**src/rtl/hps_cmd_pkg.sv**
```systemverilog
// Host command channel definitions
// Word and command types, command codes and reset values for the
// strobe/ack word channel from the host processor

package hps_cmd_pkg;

	localparam int IO_WORD_W = 16;

	// One word on the host channel
	typedef logic [IO_WORD_W-1:0] io_word_t;

	// Command byte, low half of the first word of a transfer
	typedef logic [7:0] cmd_t;

	// Position of a parameter word inside a command
	typedef logic [3:0] word_idx_t;

	localparam cmd_t CMD_VIDEO_TIMING = 8'h20;
	localparam cmd_t CMD_LED          = 8'h25;
	localparam cmd_t CMD_VOL_ATT      = 8'h26;
	localparam cmd_t CMD_VSYNC_WAIT   = 8'h30;

	// Full attenuation until the host sets a volume
	localparam logic [4:0] VOL_ATT_RESET = 5'd31;

endpackage

```
**src/rtl/video_timing_pkg.sv**
```systemverilog
// Video timing definitions
// Coordinate types, the timing record written by the host and the
// power-up timing of the output

package video_timing_pkg;

	localparam int COORD_W = 12;

	// Line or frame total, one bit wider than a coordinate
	localparam int TOTAL_W = 13;

	typedef logic [COORD_W-1:0] coord_t;

	// Field order matches the parameter words of the timing command
	typedef struct packed {
		coord_t width;
		coord_t hfp;
		coord_t hs;
		coord_t hbp;
		coord_t height;
		coord_t vfp;
		coord_t vs;
		coord_t vbp;
	} video_timing_t;

	// 1920x1080@60 CEA
	localparam video_timing_t TIMING_DEFAULT = '{
		width:  12'd1920,
		hfp:    12'd88,
		hs:     12'd44,
		hbp:    12'd148,
		height: 12'd1080,
		vfp:    12'd4,
		vs:     12'd5,
		vbp:    12'd36
	};

endpackage

```
**src/rtl/cfg_wr_if.sv**
```systemverilog
// Configuration write channel
// One decoded parameter word from the command decoder to the register bank

`timescale 1ns/1ps

interface cfg_wr_if;

	logic                   wr_valid;
	hps_cmd_pkg::cmd_t      wr_cmd;
	hps_cmd_pkg::word_idx_t wr_idx;
	hps_cmd_pkg::io_word_t  wr_data;

	modport src (
		output wr_valid,
		output wr_cmd,
		output wr_idx,
		output wr_data
	);

	modport dst (
		input wr_valid,
		input wr_cmd,
		input wr_idx,
		input wr_data
	);

endinterface

```
**src/rtl/hps_cmd_decoder.sv**
```systemverilog
// Host command decoder
// Strobe/ack handshake on the host word channel. The ack is frozen low
// after the vsync wait command until the next vsync rising edge.
// Emits one configuration write per parameter word.

`timescale 1ns/1ps

module hps_cmd_decoder (
	input  logic                  clk_sys,
	input  logic                  resetd,
	input  logic                  i_io_uio,
	input  logic                  i_io_clk,
	input  hps_cmd_pkg::io_word_t i_io_din,
	input  logic                  i_vsync,
	output logic                  o_io_ack,
	cfg_wr_if.src                 o_cfg_wr
);

	logic                   rack;
	logic                   strobe;
	logic                   vs_stall;
	logic                   has_cmd;
	hps_cmd_pkg::cmd_t      cmd;
	hps_cmd_pkg::word_idx_t idx;
	logic                   vs_d0;
	logic                   vs_d1;
	logic                   vs_d2;

	// First cycle of a new host strobe
	assign strobe = ~rack & i_io_clk;

	////////////////////////////////////////////////////////////////////////////
	// Handshake

	always_ff @(posedge clk_sys) begin
		if (resetd) begin
			rack <= 1'b0;
			o_io_ack <= 1'b0;
		end else if (~vs_stall) begin
			rack <= i_io_clk;
			o_io_ack <= rack;
		end
	end

	// Vsync must hold its level for two samples to pass
	always_ff @(posedge clk_sys) begin
		if (resetd) begin
			vs_d0 <= 1'b0;
			vs_d1 <= 1'b0;
			vs_d2 <= 1'b0;
		end else begin
			vs_d0 <= i_vsync;
			if (vs_d0 == i_vsync)
				vs_d1 <= vs_d0;
			vs_d2 <= vs_d1;
		end
	end

	////////////////////////////////////////////////////////////////////////////
	// Command framing

	always_ff @(posedge clk_sys) begin
		if (resetd) begin
			has_cmd <= 1'b0;
			cmd <= '0;
			idx <= '0;
			vs_stall <= 1'b0;
			o_cfg_wr.wr_valid <= 1'b0;
		end else begin
			o_cfg_wr.wr_valid <= 1'b0;
			if (~vs_d2 & vs_d1)
				vs_stall <= 1'b0;

			if (~i_io_uio) begin
				has_cmd <= 1'b0;
				cmd <= '0;
				idx <= '0;
			end else if (strobe) begin
				if (!has_cmd) begin
					has_cmd <= 1'b1;
					cmd <= i_io_din[7:0];
					idx <= '0;
					if (i_io_din[7:0] == hps_cmd_pkg::CMD_VSYNC_WAIT)
						vs_stall <= 1'b1;
				end else begin
					o_cfg_wr.wr_valid <= 1'b1;
					// Stays on the last index for long transfers
					if (~&idx)
						idx <= idx + 1'b1;
				end
			end
		end
	end

	// Write payload
	always_ff @(posedge clk_sys) begin
		if (i_io_uio & strobe & has_cmd) begin
			o_cfg_wr.wr_cmd <= cmd;
			o_cfg_wr.wr_idx <= idx;
			o_cfg_wr.wr_data <= i_io_din;
		end
	end

endmodule

```
**src/rtl/video_cfg_regs.sv**
```systemverilog
// Video configuration registers
// Holds the output timing, the LED overtake and the volume attenuation
// written by the host, and the line and frame totals derived from them

`timescale 1ns/1ps

module video_cfg_regs (
	input  logic                                   clk_sys,
	input  logic                                   resetd,
	cfg_wr_if.dst                                  i_cfg_wr,
	output video_timing_pkg::video_timing_t        o_timing,
	output logic [7:0]                             o_led,
	output logic [4:0]                             o_vol_att,
	output logic [video_timing_pkg::TOTAL_W-1:0]   o_htotal,
	output logic [video_timing_pkg::TOTAL_W-1:0]   o_vtotal
);

	logic [7:0]               led_overtake;
	logic [7:0]               led_state;
	video_timing_pkg::coord_t coord;

	assign coord = i_cfg_wr.wr_data[video_timing_pkg::COORD_W-1:0];

	always_ff @(posedge clk_sys) begin
		if (resetd) begin
			o_timing <= video_timing_pkg::TIMING_DEFAULT;
			led_overtake <= 8'd0;
			led_state <= 8'd0;
			o_vol_att <= hps_cmd_pkg::VOL_ATT_RESET;
		end else if (i_cfg_wr.wr_valid) begin
			case (i_cfg_wr.wr_cmd)
				hps_cmd_pkg::CMD_VIDEO_TIMING: begin
					case (i_cfg_wr.wr_idx)
						4'd0: o_timing.width <= coord;
						4'd1: o_timing.hfp <= coord;
						4'd2: o_timing.hs <= coord;
						4'd3: o_timing.hbp <= coord;
						4'd4: o_timing.height <= coord;
						4'd5: o_timing.vfp <= coord;
						4'd6: o_timing.vs <= coord;
						4'd7: o_timing.vbp <= coord;
						default: ;
					endcase
				end
				hps_cmd_pkg::CMD_LED: begin
					// Mask in the high byte, state in the low byte
					if (i_cfg_wr.wr_idx == 4'd0)
						{led_overtake, led_state} <= i_cfg_wr.wr_data;
				end
				hps_cmd_pkg::CMD_VOL_ATT: begin
					if (i_cfg_wr.wr_idx == 4'd0)
						o_vol_att <= i_cfg_wr.wr_data[4:0];
				end
				default: ;
			endcase
		end
	end

	// LEDs not taken over by the host stay dark
	assign o_led = led_overtake & led_state;

	// Totals follow the registers one cycle later
	always_ff @(posedge clk_sys) begin
		o_htotal <= o_timing.width + o_timing.hfp + o_timing.hs + o_timing.hbp;
		o_vtotal <= o_timing.height + o_timing.vfp + o_timing.vs + o_timing.vbp;
	end

endmodule

```
**src/rtl/sync_polarity_fix.sv**
```systemverilog
// Sync polarity correction
// Measures the last high and low intervals of a sync and inverts it
// when the high part is the longer one, so the pulse comes out active high

`timescale 1ns/1ps

module sync_polarity_fix #(
	parameter int SYNC_CNT_W = 16
) (
	input  logic clk_sys,
	input  logic resetd,
	input  logic i_sync,
	output logic o_sync
);

	logic                  s1;
	logic                  s2;
	logic                  pol;
	logic [SYNC_CNT_W-1:0] cnt;
	logic [SYNC_CNT_W-1:0] high_len;
	logic [SYNC_CNT_W-1:0] low_len;

	always_ff @(posedge clk_sys) begin
		if (resetd) begin
			s1 <= 1'b0;
			s2 <= 1'b0;
			cnt <= '0;
			high_len <= '0;
			low_len <= '0;
			pol <= 1'b0;
		end else begin
			s1 <= i_sync;
			s2 <= s1;
			// Rising edge ends a low interval
			if (~s2 & s1)
				low_len <= cnt;
			if (s2 & ~s1)
				high_len <= cnt;
			if (s2 != s1)
				cnt <= '0;
			else if (~&cnt)
				cnt <= cnt + 1'b1;
			pol <= high_len > low_len;
		end
	end

	assign o_sync = i_sync ^ pol;

endmodule

```
**src/rtl/csync_gen.sv**
```systemverilog
// Composite sync generator
// Follows hsync outside vsync. During vsync the hsync pulse is moved so
// it starts one hsync width before the next line.

`timescale 1ns/1ps

module csync_gen #(
	parameter int SYNC_CNT_W = 16
) (
	input  logic clk_sys,
	input  logic resetd,
	input  logic i_hsync,
	input  logic i_vsync,
	output logic o_csync
);

	logic                  prev_hs;
	logic                  csync_hs;
	logic                  hs_next;
	logic [SYNC_CNT_W-1:0] h_cnt;
	logic [SYNC_CNT_W-1:0] line_len;
	logic [SYNC_CNT_W-1:0] hs_len;

	// Line length and hsync width
	always_ff @(posedge clk_sys) begin
		if (resetd) begin
			prev_hs <= 1'b0;
			h_cnt <= '0;
			line_len <= '1;
			hs_len <= '0;
		end else begin
			prev_hs <= i_hsync;
			h_cnt <= h_cnt + 1'b1;
			if (prev_hs ^ i_hsync) begin
				h_cnt <= '0;
				if (i_hsync)
					line_len <= h_cnt - hs_len;
				else
					hs_len <= h_cnt;
			end
		end
	end

	always_comb begin
		hs_next = csync_hs;
		if ((prev_hs ^ i_hsync) & i_hsync)
			hs_next = 1'b0;
		if (~i_vsync)
			hs_next = i_hsync;
		else if (h_cnt == line_len)
			hs_next = 1'b1;
	end

	always_ff @(posedge clk_sys) begin
		if (resetd) begin
			csync_hs <= 1'b0;
			o_csync <= 1'b0;
		end else begin
			csync_hs <= hs_next;
			o_csync <= i_vsync ^ hs_next;
		end
	end

endmodule

```
**src/rtl/hps_video_top.sv**
```systemverilog
// Host command channel and sync conditioning
// Decodes configuration commands from the host word channel, holds the
// video configuration and normalizes hsync/vsync with a composite sync

`timescale 1ns/1ps

module hps_video_top #(
	parameter int SYNC_CNT_W = 16
) (
	input  logic                                 clk_sys,
	input  logic                                 resetd,
	input  logic                                 i_io_uio,
	input  logic                                 i_io_clk,
	input  hps_cmd_pkg::io_word_t                i_io_din,
	input  logic                                 i_hs,
	input  logic                                 i_vs,
	output logic                                 o_io_ack,
	output logic                                 o_hs,
	output logic                                 o_vs,
	output logic                                 o_csync,
	output logic [7:0]                           o_led,
	output logic [4:0]                           o_vol_att,
	output video_timing_pkg::coord_t             o_width,
	output video_timing_pkg::coord_t             o_height,
	output logic [video_timing_pkg::TOTAL_W-1:0] o_htotal,
	output logic [video_timing_pkg::TOTAL_W-1:0] o_vtotal
);

	cfg_wr_if cfg_wr ();

	video_timing_pkg::video_timing_t timing;
	logic [1:0]                      sync_raw;
	logic [1:0]                      sync_fix;

	hps_cmd_decoder u_decoder (
		.clk_sys  (clk_sys),
		.resetd   (resetd),
		.i_io_uio (i_io_uio),
		.i_io_clk (i_io_clk),
		.i_io_din (i_io_din),
		.i_vsync  (o_vs),
		.o_io_ack (o_io_ack),
		.o_cfg_wr (cfg_wr)
	);

	video_cfg_regs u_regs (
		.clk_sys   (clk_sys),
		.resetd    (resetd),
		.i_cfg_wr  (cfg_wr),
		.o_timing  (timing),
		.o_led     (o_led),
		.o_vol_att (o_vol_att),
		.o_htotal  (o_htotal),
		.o_vtotal  (o_vtotal)
	);

	assign o_width = timing.width;
	assign o_height = timing.height;

	////////////////////////////////////////////////////////////////////////////
	// Sync channels, 0 is hsync and 1 is vsync

	assign sync_raw = {i_vs, i_hs};

	for (genvar g = 0; g < 2; g++) begin : g_sync
		sync_polarity_fix #(
			.SYNC_CNT_W (SYNC_CNT_W)
		) u_fix (
			.clk_sys (clk_sys),
			.resetd  (resetd),
			.i_sync  (sync_raw[g]),
			.o_sync  (sync_fix[g])
		);
	end

	assign o_hs = sync_fix[0];
	assign o_vs = sync_fix[1];

	csync_gen #(
		.SYNC_CNT_W (SYNC_CNT_W)
	) u_csync (
		.clk_sys (clk_sys),
		.resetd  (resetd),
		.i_hsync (sync_fix[0]),
		.i_vsync (sync_fix[1]),
		.o_csync (o_csync)
	);

endmodule

```
**config.mk**
```make
export PLATFORM = sky130hd
export DESIGN_NAME = hps_video_top
export DESIGN_NICKNAME = d
export VERILOG_FILES = /design/src/rtl/hps_cmd_pkg.sv /design/src/rtl/video_timing_pkg.sv /design/src/rtl/cfg_wr_if.sv /design/src/rtl/hps_cmd_decoder.sv /design/src/rtl/video_cfg_regs.sv /design/src/rtl/sync_polarity_fix.sv /design/src/rtl/csync_gen.sv /design/src/rtl/hps_video_top.sv
export SDC_FILE = /design/constraint.sdc
export NUM_CORES = 1
export LEC_CHECK = 0
export ABC_AREA = 1
export BUFFER_PORTS_ARGS = -buffer_cell sky130_fd_sc_hd__clkbuf_2
export CAP_MARGIN = 30
export CORE_UTILIZATION = 50
export DETAILED_ROUTE_END_ITERATION = 10
export PLACE_DENSITY = 0.77
export SYNTH_ARGS = -nofsm -noshare
export SYNTH_HDL_FRONTEND = slang
export SYNTH_SLANG_ARGS = --single-unit
```
**constraint.sdc**
```tcl
create_clock -name clk_sys -period 3.8 [get_ports clk_sys]
set_input_delay 0.57 -clock clk_sys [delete_from_list [all_inputs] [get_ports clk_sys]]
set_output_delay 0.57 -clock clk_sys [all_outputs]
set_load 0.03 [all_outputs]
```
==> reports/qor_table.md, run 1 <==
| Metric | Value |
|:---|:---|
| Status | complete, no violations |
| Data required time of the critical path | 4200 ps |
| CTS sink count | 344 |
| Worst Setup End Kind | flip-flop |
| Maximum number of pins on one net before global-route repair | 99 |
| Placed Cells | 2564 |
| Final net count | 2315 |
| CTS tree | built |
| Measured slew at the worst slew-check pin | 1000 ps |
| Hold bufs inserted after CTS | 0 |
| CTS Root Cell | sky130_fd_sc_hd__clkbuf_16 |
| Critical path data arrival time | 3230 ps |
| Quantity of I/O buffers inserted on ports | 88 |
| Areal power density over the cells | 443 nW/um^2 |
| Initial antenna violation count | 3 |
| GRT Max-Usage Layer | met2 |
| Min-delay worst type | input port to flip-flop |
| Layout Cells excl Fill | 2635 |
| Achievable clock frequency | 353 MHz |
| Number of buffers inserted during clock tree synthesis | 37 |
| Worst hold path cell count | 1 |
| Overall Global Routing Usage | 0.229 |
| First-pass detailed-route iteration total | 5 |
| Part of the total power dissipated in combinational logic | 0.098 |
| Global-route track usage on met2 | 0.380 |
| Crit share post-route | 0.745 |
| Post_cts resized | 0 |
| Cell area after layout | 18500 sq um |
| Starting density of the core | 0.510 |
| Share of the core filled with cells | 0.568 |
| Slew Limit Fails | 0 |
| FF+latch count, synth | 344 |
| Maximum cell stage delay along the critical path | 560 ps |
| Total DRC errors in the routed layout | 0 |
| Synth-to-layout area growth | 11.3% |
| Count of mapped cells out of synthesis | 2117 |
| Layout cells sized above 1 | 0.0771 |
| Switching part of the total | 0.252 |
| Total net switching power | 2.07 mW |
| Number of rows created at floorplan | 66 |
| Total area of multi-input combinational cells | 7680 sq um |
| Sequential Power Share | 0.471 |
| Slowest stage cell on the critical path | sky130_fd_sc_hd__fa_1 |
| Proportion of synthesized chip area in sequential cells | 0.431 |
| Gpl congestion | 0.883 |
| Critical Path Start Type | flip-flop |
| CORE AREA | 32600 sq um |
| Cell-internal power | 6.14 mW |
| Unrepaired setup endpoints after global routing | false |
| Detailed-route vias per instance | 5.24 |
| Remaining global-route overflow | 0 |
| Clock Tree Buf Depth | 3 |
| Overall power | 8.21 mW |
| First-pass GRT wire length | 63400 um |
| Placed instance area | 17300 sq um |
| Worst-case reg-to-reg path depth | 10 |
| Total number of vias | 13800 |
| Clock insertion delay at the later pin of the skew report | 520 ps |
| Depth of the CTS H-tree | 2 |
| Count of warnings emitted by yosys | 0 |
| Met3 GRT Util | 0.0403 |
| Mapped Area | 16600 sq um |
| Total half-perimeter wirelength after legalization and detailed placement | 27100 um |
| Die Wd | 184 um |
| Hold violation total from the final report | 0 |
| Net count after synthesis | 2269 |
| Fill cell count | 2900 |
| Die height | 184 um |
| Average footprint of a synthesized cell | 7.86 sq um |
| Area enclosed by the die boundary | 34000 sq um |
| Total detailed-routing wirelength | 38100 um |
| Fin Setup TNS | 0 ps |
| Setup Skew | 18.2 ps |
| VDD IR max | 0.306 mV |
| Clock transition at the register clock pins on the worst setup and hold paths after CTS | 60 ps |
| Final setup violation count | 0 |
| Clock network fraction of design power | 0.432 |
| Number of distinct library cells after synthesis | 37 |
| Setup Crit Path Kind | flip-flop to flip-flop |
| Worst Setup Slack post-DPL | 973 ps |
| Met1 track demand over resource in global routing | 0.295 |
| CP max FO | 3 |
| Seq. cell area | 7170 sq um |
| Worst Hold Margin | 223 ps |
| Critical path cell sequence | inv_1, fa_1, fa_1, inv_1, ha_1, inv_1, fa_1, o21ai_0, a21oi_1, xor2_1 |
| Post-route minimum period | 2830 ps |
| Relative slew slack | 0.331 |
| Leakage power summed over all cells | 8.15 nW |
| Number of setup buffers added after CTS | 0 |
| Average wire length per cell after detail routing | 14.5 um |
| Number of global-route vias before repair | 13300 |
| I/O pin cnt | 89 |
| Setup WS post-layout | 969 ps |
| First-iteration detailed-routing DRC count | 1050 |
| Max-cap violation count | 0 |
| Post-detailed-route count of antenna-violating nets | 0 |
flip-flops by register name (all words and copies together) (netlist names), 2 cells and up:
signal	count
g_sync.u_fix.s1	2
u_regs.o_timing	96
g_sync.u_fix.pol	2
u_csync.line_len	16
u_decoder.o_cfg_wr.wr_data	16
g_sync.u_fix.high_len	32
u_decoder.idx	4
u_regs.o_vol_att	5
u_regs.led_state	8
u_csync.h_cnt	16
u_csync.hs_len	16
u_decoder.o_cfg_wr.wr_idx	4
g_sync.u_fix.low_len	32
u_decoder.cmd	8
u_decoder.o_cfg_wr.wr_cmd	8
u_regs.o_htotal	13
g_sync.u_fix.s2	2
u_regs.o_vtotal	13
u_regs.led_overtake	8
g_sync.u_fix.cnt	32
cells by family (layout without fill, tap and decap cells):
kind of cell	count (synthesis)	in the layout	synth area share
fa+ha+maj	130	130	0.120
other cells	0	2	0
simple gates	694	694	0.174
compound gates	460	460	0.147
xor+xnor	38	38	0.0200
flops	344	344	0.431
buf+inv	451	525	0.108
worst max-delay path: cells and delay by family, from the launching register on:
kind / cells / cell delay, ps
DFF: 1 / 330
xor gates and xnor gates: 1 / 150
adders and majority gates: 4 / 1600
AOI/OAI and AO/OA: 2 / 410
buffers and inverters: 3 / 220
power by group through the flow:
stage | sequential (mW) | clock, mW | combinational [mW]
after CTS | 3.86 | 3.61 | 0.789
after detailed placement | 3.94 | 0 | 0.783
after global routing | 3.88 | 3.76 | 0.924
after floorplan | 3.92 | 0 | 0.595
after global placement | 3.93 | 0 | 0.757
final | 3.86 | 3.54 | 0.803
path summary, 6_finish.rpt:
kind / slack (ps) / start / endpoint
setup / recovery: 970 / u_regs.o_timing[1] / u_regs.o_vtotal[9]
setup reg to reg: 970 / u_regs.o_timing[1] / u_regs.o_vtotal[9]
hold reg to reg: 430 / u_decoder.cmd[3] / u_decoder.o_cfg_wr.wr_cmd[3]
hold / removal: 220 / i_io_din[12] / u_decoder.o_cfg_wr.wr_data[12]
cells in the final DEF, fill, tap and decap left out, drive strengths merged, types with 2 or more instances in the layout:
cell / count
a211oi: 11
ha: 81
nor2: 132
dfxtp: 316
o21ai: 154
nand3: 69
a21o: 2
fa: 49
nand3b: 6
o21bai: 2
clkinvlp: 3
nand2: 404
a21oi: 243
clkbuf: 136
bufinv: 2
a31oi: 10
inv: 354
buf: 13
nor3: 33
clkinv: 17
o21a: 5
xor2: 27
diode: 2
xnor2: 11
o211ai: 31
nor4: 5
or2: 9
nand4: 34
edfxtp: 28
synth_stat cells (all sizes together):
cell / number / share of area
clkbuf: 63 / 0.015
a31oi: 10 / 0.0038
fa: 49 / 0.059
clkinv: 4 / 0.00090
o21bai: 2 / 0.00090
buf: 30 / 0.012
o21ai: 154 / 0.046
o22ai: 1 / 0.00038
and3: 1 / 0.00038
nand4: 34 / 0.013
o211ai: 31 / 0.014
nor2: 132 / 0.030
a21o: 2 / 0.00090
xnor2: 11 / 0.0058
ha: 81 / 0.061
nand3: 69 / 0.021
a211oi: 11 / 0.0050
or2: 9 / 0.0034
nand3b: 6 / 0.0027
edfxtp: 28 / 0.051
o21a: 5 / 0.0023
a21oi: 243 / 0.073
nand2: 404 / 0.091
dfxtp: 316 / 0.38
a221oi: 1 / 0.00053
nor3b: 1 / 0.00045
inv: 354 / 0.080
xor2: 27 / 0.014
nor3: 33 / 0.011
nor4: 5 / 0.0019
routing by layer:
| layer | vias up | wire, um |
|---|---|---|
| li1 | 6891 | - |
| met2 | 413 | 17600 |
| met4 | 2 | 1240 |
| met5 | - | 16 |
| met3 | 82 | 2460 |
| met1 | 6409 | 16800 |
cell type report:
| class | instances | area share |
|---|---|---|
| antenna | 2 | 0.000270 |
| clock buffer | 49 | 0.0569 |
| clock inverter | 18 | 0.00764 |
| inverter | 358 | 0.0726 |
| multi-input combinational | 1322 | 0.415 |
| sequential | 344 | 0.387 |
| tap | 442 | 0.0299 |
| timing repair buffer | 100 | 0.0310 |
Power figures use the tool's default switching activity.
==> run 2, diff against run 1 <==
--- a/config.mk
+++ b/config.mk
@@ -10,7 +10,7 @@
 export CAP_MARGIN = 30
 export CORE_UTILIZATION = 50
 export DETAILED_ROUTE_END_ITERATION = 10
-export PLACE_DENSITY = 0.77
+export PLACE_DENSITY = 0.8
 export SYNTH_ARGS = -nofsm -noshare
 export SYNTH_HDL_FRONTEND = slang
 export SYNTH_SLANG_ARGS = --single-unit
==> constraint.sdc (replaced) <==
create_clock -name clk_sys -period 2.4 [get_ports clk_sys]
set_input_delay 0.36 -clock clk_sys [delete_from_list [all_inputs] [get_ports clk_sys]]
set_output_delay 0.36 -clock clk_sys [all_outputs]
set_load 0.03 [all_outputs]
==> run 2 against run 1 <==
  * Highest routed layer unchanged
  * Via count up 4.7%
  * Sequential share of layout area is 2.6 points lower
  * The run now ends with setup timing left
  * Worst setup slack worse by 1200 ps
  * Power increased by 71%
==> reports/qor_table.md, run 2 (synthesized netlist as in run 1, its figures left out) <==
| Metric | Value | Change |
|:---|:---|:---|
| Number of buffers inserted during clock tree synthesis | 39 | was 37 |
| Total detailed-routing wirelength | 41700 um | was 38100 um |
| Fill cell count | 2662 | was 2900 |
| Critical Path Start Type | flip-flop | unchanged |
| Overall Global Routing Usage | 0.244 | was 0.229 |
| Max-cap violation count | 0 | unchanged |
| Initial antenna violation count | 1 | was 3 |
| Worst Setup End Kind | flip-flop | unchanged |
| CP max FO | 3 | unchanged |
| Violated checks | setup timing |  |
| Slew Limit Fails | 0 | unchanged |
| Min-delay worst type | input port to flip-flop | unchanged |
| Crit share post-route | 1.08 | was 0.745 |
| Quantity of I/O buffers inserted on ports | 88 | unchanged |
| Post-detailed-route count of antenna-violating nets | 0 | unchanged |
| Gpl congestion | 0.934 | was 0.883 |
| Unrepaired setup endpoints after global routing | true | was false |
| Clock transition at the register clock pins on the worst setup and hold paths after CTS | 60 ps | about the same |
| Total number of vias | 14400 | was 13800 |
| I/O pin cnt | 89 | unchanged |
| Setup WS post-layout | -193 ps | was 969 ps |
| Terminating pin of the worst hold path | u_decoder.o_cfg_wr.wr_data[15] | was u_decoder.o_cfg_wr.wr_data[12] |
| Average wire length per cell after detail routing | 15.4 um | was 14.5 um |
| Setup Crit Path Kind | flip-flop to flip-flop | unchanged |
| First-pass detailed-route iteration total | 7 | was 5 |
| Clock insertion delay at the later pin of the skew report | 520 ps | about the same |
| Achievable clock frequency | 386 MHz | was 353 MHz |
| Worst reg-to-reg setup slack | -190 ps | was 970 ps |
| VDD IR max | 0.586 mV | was 0.306 mV |
| Number of rows created at floorplan | 66 | unchanged |
| Worst Setup Slack post-DPL | -155 ps | was 973 ps |
| First-iteration detailed-routing DRC count | 1196 | was 1050 |
| Top Family by Delay on Critical Path | adder cells | unchanged |
| CTS tree | built | unchanged |
| Hold path startpoint | i_io_din[15] | was i_io_din[12] |
| First-pass GRT wire length | 67500 um | was 63400 um |
| Total DRC errors in the routed layout | 0 | unchanged |
| Endpoint of the most critical register-to-register path | u_regs.o_htotal[9] | was u_regs.o_vtotal[9] |
| Status | complete, but fails checks | was complete, no violations |
| Part of the total power dissipated in combinational logic | 0.096 | was 0.098 |
| Data required time of the critical path | 2860 ps | was 4200 ps |
| Largest register FFs | 96 | unchanged |
| Maximum number of pins on one net before global-route repair | 83 | was 99 |
| Critical path data arrival time | 3050 ps | was 3230 ps |
| Worst Hold Margin | 13.6 ps | was 223 ps |
| Post-route minimum period | 2590 ps | was 2830 ps |
| Die Wd | 184 um | unchanged |
| Final setup violation count | 14 | was 0 |
| Leading cell type in the layout, fill and taps excluded | sky130_fd_sc_hd__nand2_1 | unchanged |
| Overall power | 14.0 mW | was 8.21 mW |
| Setup Skew | 10.7 ps | was 18.2 ps |
| Measured slew at the worst slew-check pin | 916 ps | was 1000 ps |
| Starting density of the core | 0.510 | unchanged |
| Layout cells sized above 1 | 0.169 | was 0.0771 |
| Depth of the CTS H-tree | 2 | unchanged |
| Critical path cell sequence | inv_2, fa_1, fa_1, inv_2, ha_4, fa_2, nand3_2, nand2_2, a21oi_2, xor2_1 | was inv_1, fa_1, fa_1, inv_1, ha_1, inv_1, fa_1, o21ai_0, a21oi_1, xor2_1 |
| Register ranked first by flip-flop count | u_regs.o_timing | unchanged |
| Hold violation total from the final report | 0 | unchanged |
| Share of the core filled with cells | 0.612 | was 0.568 |
| Synth-to-layout area growth | 19.9% | was 11.3% |
| Remaining global-route overflow | 0 | unchanged |
| CTS sink count | 344 | unchanged |
| Total net switching power | 3.41 mW | was 2.07 mW |
| Clock Tree Buf Depth | 3 | unchanged |
| Cell-internal power | 10.6 mW | was 6.14 mW |
| Sequential Power Share | 0.437 | was 0.471 |
| CP bufs+invs | 2 | was 3 |
| Areal power density over the cells | 702 nW/um^2 | was 443 nW/um^2 |
| Detailed-route vias per instance | 5.34 | was 5.24 |
| Most used cells in the layout excluding fill and tap cells | 389 x sky130_fd_sc_hd__nand2_1, 325 x sky130_fd_sc_hd__inv_1, 289 x sky130_fd_sc_hd__dfxtp_1, 223 x sky130_fd_sc_hd__a21oi_1, 146 x sky130_fd_sc_hd__o21ai_0 | was 404 x sky130_fd_sc_hd__nand2_1, 349 x sky130_fd_sc_hd__inv_1, 316 x sky130_fd_sc_hd__dfxtp_1, 243 x sky130_fd_sc_hd__a21oi_1, 154 x sky130_fd_sc_hd__o21ai_0 |
| Switching part of the total | 0.244 | was 0.252 |
| Relative slew slack | 0.389 | was 0.331 |
| Clock network fraction of design power | 0.468 | was 0.432 |
| Slowest stage cell on the critical path | sky130_fd_sc_hd__fa_1 | unchanged |
| Area enclosed by the die boundary | 34000 sq um | unchanged |
| CTS Root Cell | sky130_fd_sc_hd__clkbuf_16 | unchanged |
| Worst-case reg-to-reg path depth | 10 | unchanged |
| Leakage power summed over all cells | 8.69 nW | was 8.15 nW |
| Die height | 184 um | unchanged |
| Final net count | 2385 | was 2315 |
| Maximum cell stage delay along the critical path | 550 ps | was 560 ps |
| Worst hold path cell count | 1 | unchanged |
| CORE AREA | 32600 sq um | unchanged |
| Reg-to-Reg Start | u_regs.o_timing[49] | was u_regs.o_timing[1] |
| Ant diodes | 0 | was 2 |
| Number of global-route vias before repair | 14000 | was 13300 |
| Total half-perimeter wirelength after legalization and detailed placement | 28300 um | was 27100 um |
## run 2: cell count changes in the layout (fill, tap and decap cells not counted), sizes merged
cell and change:
buf +63, clkbuf +7, clkinv -7, dlygate4sd3 +5
bufinv +3, diode -2, clkinvlp -1
## run 2: per-stage QoR
stage	cell area, sq um	instances	setup TNS (ps)
floorplan	16700	2117	-54.3
global placement	17800	2619	-1010
detailed placement	17800	2619	-1660
CTS	19700	2697	-376
global route	20000	2703	-2890
finish	20000	2703	-1470
## run 2: area by class of cell
type | instances | area (sq um) | share of cell area
timing repair buffer | 168 | 1090 | 0.0547
inverter | 358 | 1350 | 0.0674
sequential | 344 | 7200 | 0.361
clock buffer | 56 | 1230 | 0.0619
tap | 442 | 553 | 0.0277
multi-input combinational | 1322 | 8310 | 0.416
clock inverter | 13 | 218 | 0.0109
## run 2: how the worst max path moves through the flow
| stage | slack (ps) | to | depth (start not counted) | startpoint |
|---|---|---|---|---|
| finish | -190 | u_regs.o_htotal[9] | 10 | u_regs.o_timing[49] |
| global route | -270 | u_regs.o_vtotal[5] | 10 | u_regs.o_timing[25] |
| CTS | -120 | u_regs.o_vtotal[9] | 10 | u_regs.o_timing[25] |
| detailed placement | -160 | u_regs.o_htotal[9] | 10 | u_regs.o_timing[73] |
| global placement | -130 | u_regs.o_htotal[9] | 10 | u_regs.o_timing[73] |
| floorplan | -50 | u_regs.o_vtotal[9] | 10 | u_regs.o_timing[25] |
## run 2: what timing repair did
action / 4_1_cts / 5_1_grt
endpoints found under the setup margin: 20 / 20
gates resized for setup: 71 / 85
hold endpoints to repair: 5 / 0
pin swaps: 43 / 69
hold buffers: 5 / 0
buffers inserted: 4 / 7
## run 2: layer usage
metal  share of wire  routed length (um)  GRT usage
met1            0.41               17200      0.301
met2            0.50               20800      0.426
met3           0.056                2330     0.0340
met4           0.033                1370     0.0983
met5         0.00031                  13          0
## run 2: power groups by stage
stage | logic [mW] | registers [mW] | clock network, mW
CTS | 1.33 | 6.11 | 6.63
detailed placement | 1.30 | 6.23 | 0
floorplan | 0.943 | 6.21 | 0
finish | 1.34 | 6.11 | 6.55
global route | 1.53 | 6.13 | 6.85
global placement | 1.25 | 6.22 | 0
==> run 3, diff against run 2 <==
--- a/config.mk
+++ b/config.mk
@@ -8,9 +8,12 @@
 export ABC_AREA = 1
 export BUFFER_PORTS_ARGS = -buffer_cell sky130_fd_sc_hd__clkbuf_2
 export CAP_MARGIN = 30
-export CORE_UTILIZATION = 50
+export CELL_PAD_IN_SITES_DETAIL_PLACEMENT = 1
+export CELL_PAD_IN_SITES_GLOBAL_PLACEMENT = 1
+export CORE_UTILIZATION = 41
 export DETAILED_ROUTE_END_ITERATION = 10
-export PLACE_DENSITY = 0.8
+export PLACE_DENSITY = 0.86
 export SYNTH_ARGS = -nofsm -noshare
 export SYNTH_HDL_FRONTEND = slang
+export SYNTH_HIERARCHICAL = 1
 export SYNTH_SLANG_ARGS = --single-unit
==> run 3 against run 2 <==
  * Clock power decreased by 3%
  * Clock-buffer cell count decreased by 3
  * Wire length increased by 37%
  * Global-route usage increased by 0.69 points
  * Fmax decreased by 0.36%
  * Largest power group unchanged
  * The flow still finishes with violations (setup timing)
  * Non-clock buffer count increased by 9
  * Critical path depth unchanged
  * Via count increased by 14%
==> reports/qor_table.md, run 3 <==
| Metric | Value | Change |
|:---|:---|:---|
| Met1 track demand over resource in global routing | 0.299 | was 0.301 |
| Final net count | 2657 | was 2385 |
| Timing startpoint of the critical path | u_regs/o_timing[73] | was u_regs.o_timing[49] |
| CTS Root Cell | sky130_fd_sc_hd__clkbuf_16 | unchanged |
| Average wire length per cell after detail routing | 18.6 um | was 15.4 um |
| First-iteration detailed-routing DRC count | 872 | was 1196 |
| Critical Path Start Type | flip-flop | unchanged |
| First-pass detailed-route iteration total | 5 | was 7 |
| FF+latch count, synth | 344 | unchanged |
| Clock Tree Buf Depth | 3 | unchanged |
| Post-detailed-route count of antenna-violating nets | 0 | unchanged |
| Register ranked first by flip-flop count | u_regs/o_timing | was u_regs.o_timing |
| Endpoint of the most critical register-to-register path | u_regs/o_htotal[7] | was u_regs.o_htotal[9] |
| Worst reg-to-reg setup slack | -200 ps | was -190 ps |
| Layout cells sized above 1 | 0.185 | was 0.169 |
| Worst Setup End Kind | flip-flop | unchanged |
| Count of warnings emitted by yosys | 6 | was 0 |
| Clock insertion delay at the later pin of the skew report | 570 ps | was 520 ps |
| Cell area after layout | 21200 sq um | was 20000 sq um |
| Setup Skew | 32.4 ps | was 10.7 ps |
| Count of mapped cells out of synthesis | 2366 | was 2117 |
| Starting density of the core | 0.417 | was 0.510 |
| Number of enable-type register cells in the synthesized netlist | 28 | unchanged |
| Global-route track usage on met2 | 0.455 | was 0.426 |
| Setup WS post-layout | -202 ps | was -193 ps |
| Min-delay worst type | input port to flip-flop | unchanged |
| Slew Limit Fails | 0 | unchanged |
| Critical path endpoint | u_regs/o_htotal[7] | was u_regs.o_htotal[9] |
| Gpl congestion | 0.869 | was 0.934 |
| Hold violation total from the final report | 0 | unchanged |
| Leading cell type in the layout, fill and taps excluded | sky130_fd_sc_hd__nand2_1 | unchanged |
| Areal power density over the cells | 659 nW/um^2 | was 702 nW/um^2 |
| Reg-to-Reg Start | u_regs/o_timing[73] | was u_regs.o_timing[49] |
| Max-cap violation count | 0 | unchanged |
| VDD IR max | 0.513 mV | was 0.586 mV |
| Placed Cells | 2977 | was 2619 |
| Initial antenna violation count | 2 | was 1 |
| Violated checks | setup timing | unchanged |
| Quantity of I/O buffers inserted on ports | 88 | unchanged |
| Mapped Area | 17600 sq um | was 16600 sq um |
| I/O pin cnt | 89 | unchanged |
| Worst Setup Slack post-DPL | -171 ps | was -155 ps |
| Setup Crit Path Kind | flip-flop to flip-flop | unchanged |
| Fin Setup TNS | -1890 ps | was -1470 ps |
| Data required time of the critical path | 2850 ps | was 2860 ps |
| Synth-to-layout area growth | 20.6% | was 19.9% |
| Synth top area share | 0.360 | was 0.380 |
| CORE AREA | 42000 sq um | was 32600 sq um |
| Fill cell count | 5189 | was 2662 |
| CTS sink count | 344 | unchanged |
| Critical path data arrival time | 3050 ps | about the same |
| Number of rows created at floorplan | 75 | was 66 |
| Async set-reset flop share out of synthesis | 0 | unchanged |
| Clock transition at the register clock pins on the worst setup and hold paths after CTS | 60 ps | about the same |
| Depth of the CTS H-tree | 2 | unchanged |
| First-pass GRT wire length | 88500 um | was 67500 um |
| Most common cell in the netlist | sky130_fd_sc_hd__nand2_1 | unchanged |
| Met3 GRT Util | 0.0404 | was 0.0340 |
| Total number of vias | 16400 | was 14400 |
| Overall Global Routing Usage | 0.250 | was 0.244 |
| Top_reg_cell synth | sky130_fd_sc_hd__dfxtp_1 | unchanged |
| Final setup violation count | 15 | was 14 |
| Achievable clock frequency | 384 MHz | was 386 MHz |
| Number of global-route vias before repair | 17200 | was 14000 |
| Critical path cell sequence | inv_2, fa_1, fa_1, inv_2, ha_4, fa_2, buf_4, nand2_2, nand3_2, xor2_2 | was inv_2, fa_1, fa_1, inv_2, ha_4, fa_2, nand3_2, nand2_2, a21oi_2, xor2_1 |
| Total half-perimeter wirelength after legalization and detailed placement | 36600 um | was 28300 um |
| Total detailed-routing wirelength | 57300 um | was 41700 um |
| Unrepaired setup endpoints after global routing | true | unchanged |
| Worst-case reg-to-reg path depth | 10 | unchanged |
| Post-route minimum period | 2600 ps | was 2590 ps |
| Net count after synthesis | 2518 | was 2269 |
| Leakage power summed over all cells | 9.75 nW | was 8.69 nW |
| Overall power | 13.9 mW | was 14.0 mW |
| Area enclosed by the die boundary | 43600 sq um | was 34000 sq um |
| Most common library cells after synthesis | 547 x sky130_fd_sc_hd__nand2_1, 396 x sky130_fd_sc_hd__inv_1, 316 x sky130_fd_sc_hd__dfxtp_1 | was 404 x sky130_fd_sc_hd__nand2_1, 350 x sky130_fd_sc_hd__inv_1, 316 x sky130_fd_sc_hd__dfxtp_1 |
| Measured slew at the worst slew-check pin | 655 ps | was 916 ps |
| Proportion of synthesized chip area in sequential cells | 0.408 | was 0.431 |
| Most used cells in the layout excluding fill and tap cells | 493 x sky130_fd_sc_hd__nand2_1, 365 x sky130_fd_sc_hd__inv_1, 287 x sky130_fd_sc_hd__dfxtp_1, 201 x sky130_fd_sc_hd__nor2_1, 192 x sky130_fd_sc_hd__a21oi_1 | was 389 x sky130_fd_sc_hd__nand2_1, 325 x sky130_fd_sc_hd__inv_1, 289 x sky130_fd_sc_hd__dfxtp_1, 223 x sky130_fd_sc_hd__a21oi_1, 146 x sky130_fd_sc_hd__o21ai_0 |
| Maximum number of pins on one net before global-route repair | 75 | was 83 |
| Average footprint of a synthesized cell | 7.42 sq um | was 7.86 sq um |
| Share of the core filled with cells | 0.503 | was 0.612 |
| GRT Max-Usage Layer | met2 | unchanged |
| Number of buffers inserted during clock tree synthesis | 40 | was 39 |
| Largest register FFs | 96 | unchanged |
| Leading area contributor after synthesis | sky130_fd_sc_hd__dfxtp_1 | unchanged |
| Slowest stage cell on the critical path | sky130_fd_sc_hd__fa_1 | unchanged |
| Total DRC errors in the routed layout | 0 | unchanged |
| Relative slew slack | 0.563 | was 0.389 |
| Remaining global-route overflow | 0 | unchanged |
| Status | complete, but fails checks | unchanged |
| Die Wd | 209 um | was 184 um |
| CTS tree | built | unchanged |
| CP max FO | 4 | was 3 |
| Number of distinct library cells after synthesis | 41 | was 37 |
| Worst Hold Margin | 57.6 ps | was 13.6 ps |
| Top cells by area, synth | sky130_fd_sc_hd__dfxtp_1 36%, sky130_fd_sc_hd__nand2_1 12%, sky130_fd_sc_hd__inv_1 8.5%, sky130_fd_sc_hd__ha_1 5.8%, sky130_fd_sc_hd__a21oi_1 5.7% | was sky130_fd_sc_hd__dfxtp_1 38%, sky130_fd_sc_hd__nand2_1 9.1%, sky130_fd_sc_hd__inv_1 7.9%, sky130_fd_sc_hd__a21oi_1 7.3%, sky130_fd_sc_hd__ha_1 6.1% |
| Die height | 209 um | was 184 um |
| Crit share post-route | 1.08 | about the same |
| Placed instance area | 18800 sq um | was 17800 sq um |
| Detailed-route vias per instance | 5.35 | was 5.34 |
| Maximum cell stage delay along the critical path | 510 ps | was 550 ps |
| Layout Cells excl Fill | 3072 | was 2703 |
[run 3: changes by cell type in the layout (fill, tap and decap cells not counted), sizes merged, moves of 9 or more]
| cell | change |
|---|---|
| nor2 | +98 |
| inv | +50 |
| o21ai | -28 |
| xor2 | -11 |
| a21oi | -44 |
| nor3 | -13 |
| a211oi | -9 |
| o211ai | -20 |
| nand3 | +102 |
| nand2 | +157 |
[run 3: cells by family after synthesis]
logic type / Yosys count / share of synthesized area
AND/OR/NAND/NOR: 1033 / 0.257
buffers and inverters: 487 / 0.108
AO/OA/AOI/OAI: 350 / 0.103
flip-flops: 344 / 0.408
adder cells (fa/ha/maj): 130 / 0.114
XOR/XNOR: 22 / 0.0110
[run 3: report_power, final]
group	internal (mW)	total [mW]	switching [mW]
Sequential	5.99	6.13	0.142
Combinational	0.485	1.46	0.976
Clock	3.81	6.36	2.55
Total	10.3	13.9	3.66
[run 3: repair_timing]
item	4_1_cts	5_1_grt
buffers inserted	3	16
pin swaps	17	72
setup endpoints to repair	20	18
hold buffers	8	0
cloned	0	0
resized for setup	73	128
hold endpoints to repair	8	0
[run 3: final cells by class]
class                   count  area [sq um]  area share
inverters                 407          1530      0.0723
repair buffers            177          1200      0.0566
clock inverters            16           201     0.00952
clock buffers              53          1150      0.0545
diodes                      1          2.50    0.000118
multi-input cells        1535          9200       0.435
well taps                 539           674      0.0319
flip-flops and latches    344          7200       0.340
[run 3: routing by layer]
metal  routed length (um)  vias up
met5                   13        -
met4                 1800        2
met3                 2530      138
met2                29200      437
met1                23700     8135
li1                     -     7714
[run 3: worst max-delay path, delay by kind of cell (launching register included)]
family                     cells  cell delay (ps)
buffers and inverters          3              250
DFF                            1              340
and+or+nand+nor                2              140
adders and majority gates      4             1580
xor gates and xnor gates       1              170
[run 3: how the worst min path moves through the flow]
| stage | from | to | slack, ps | cells after the start |
|---|---|---|---|---|
| after floorplan | u_decoder/cmd[3] | u_decoder/o_cfg_wr.wr_cmd[3] | 410 | 0 |
| after global placement | u_decoder/cmd[6] | u_decoder/o_cfg_wr.wr_cmd[6] | 420 | 0 |
| after detailed placement | u_decoder/cmd[0] | u_decoder/o_cfg_wr.wr_cmd[0] | 420 | 0 |
| after CTS | i_vs | g_sync[1].u_fix/s1 | 30 | 3 |
| after global routing | i_io_din[11] | u_decoder/o_cfg_wr.wr_data[11] | 30 | 1 |
| final | i_vs | g_sync[1].u_fix/s1 | 60 | 3 |
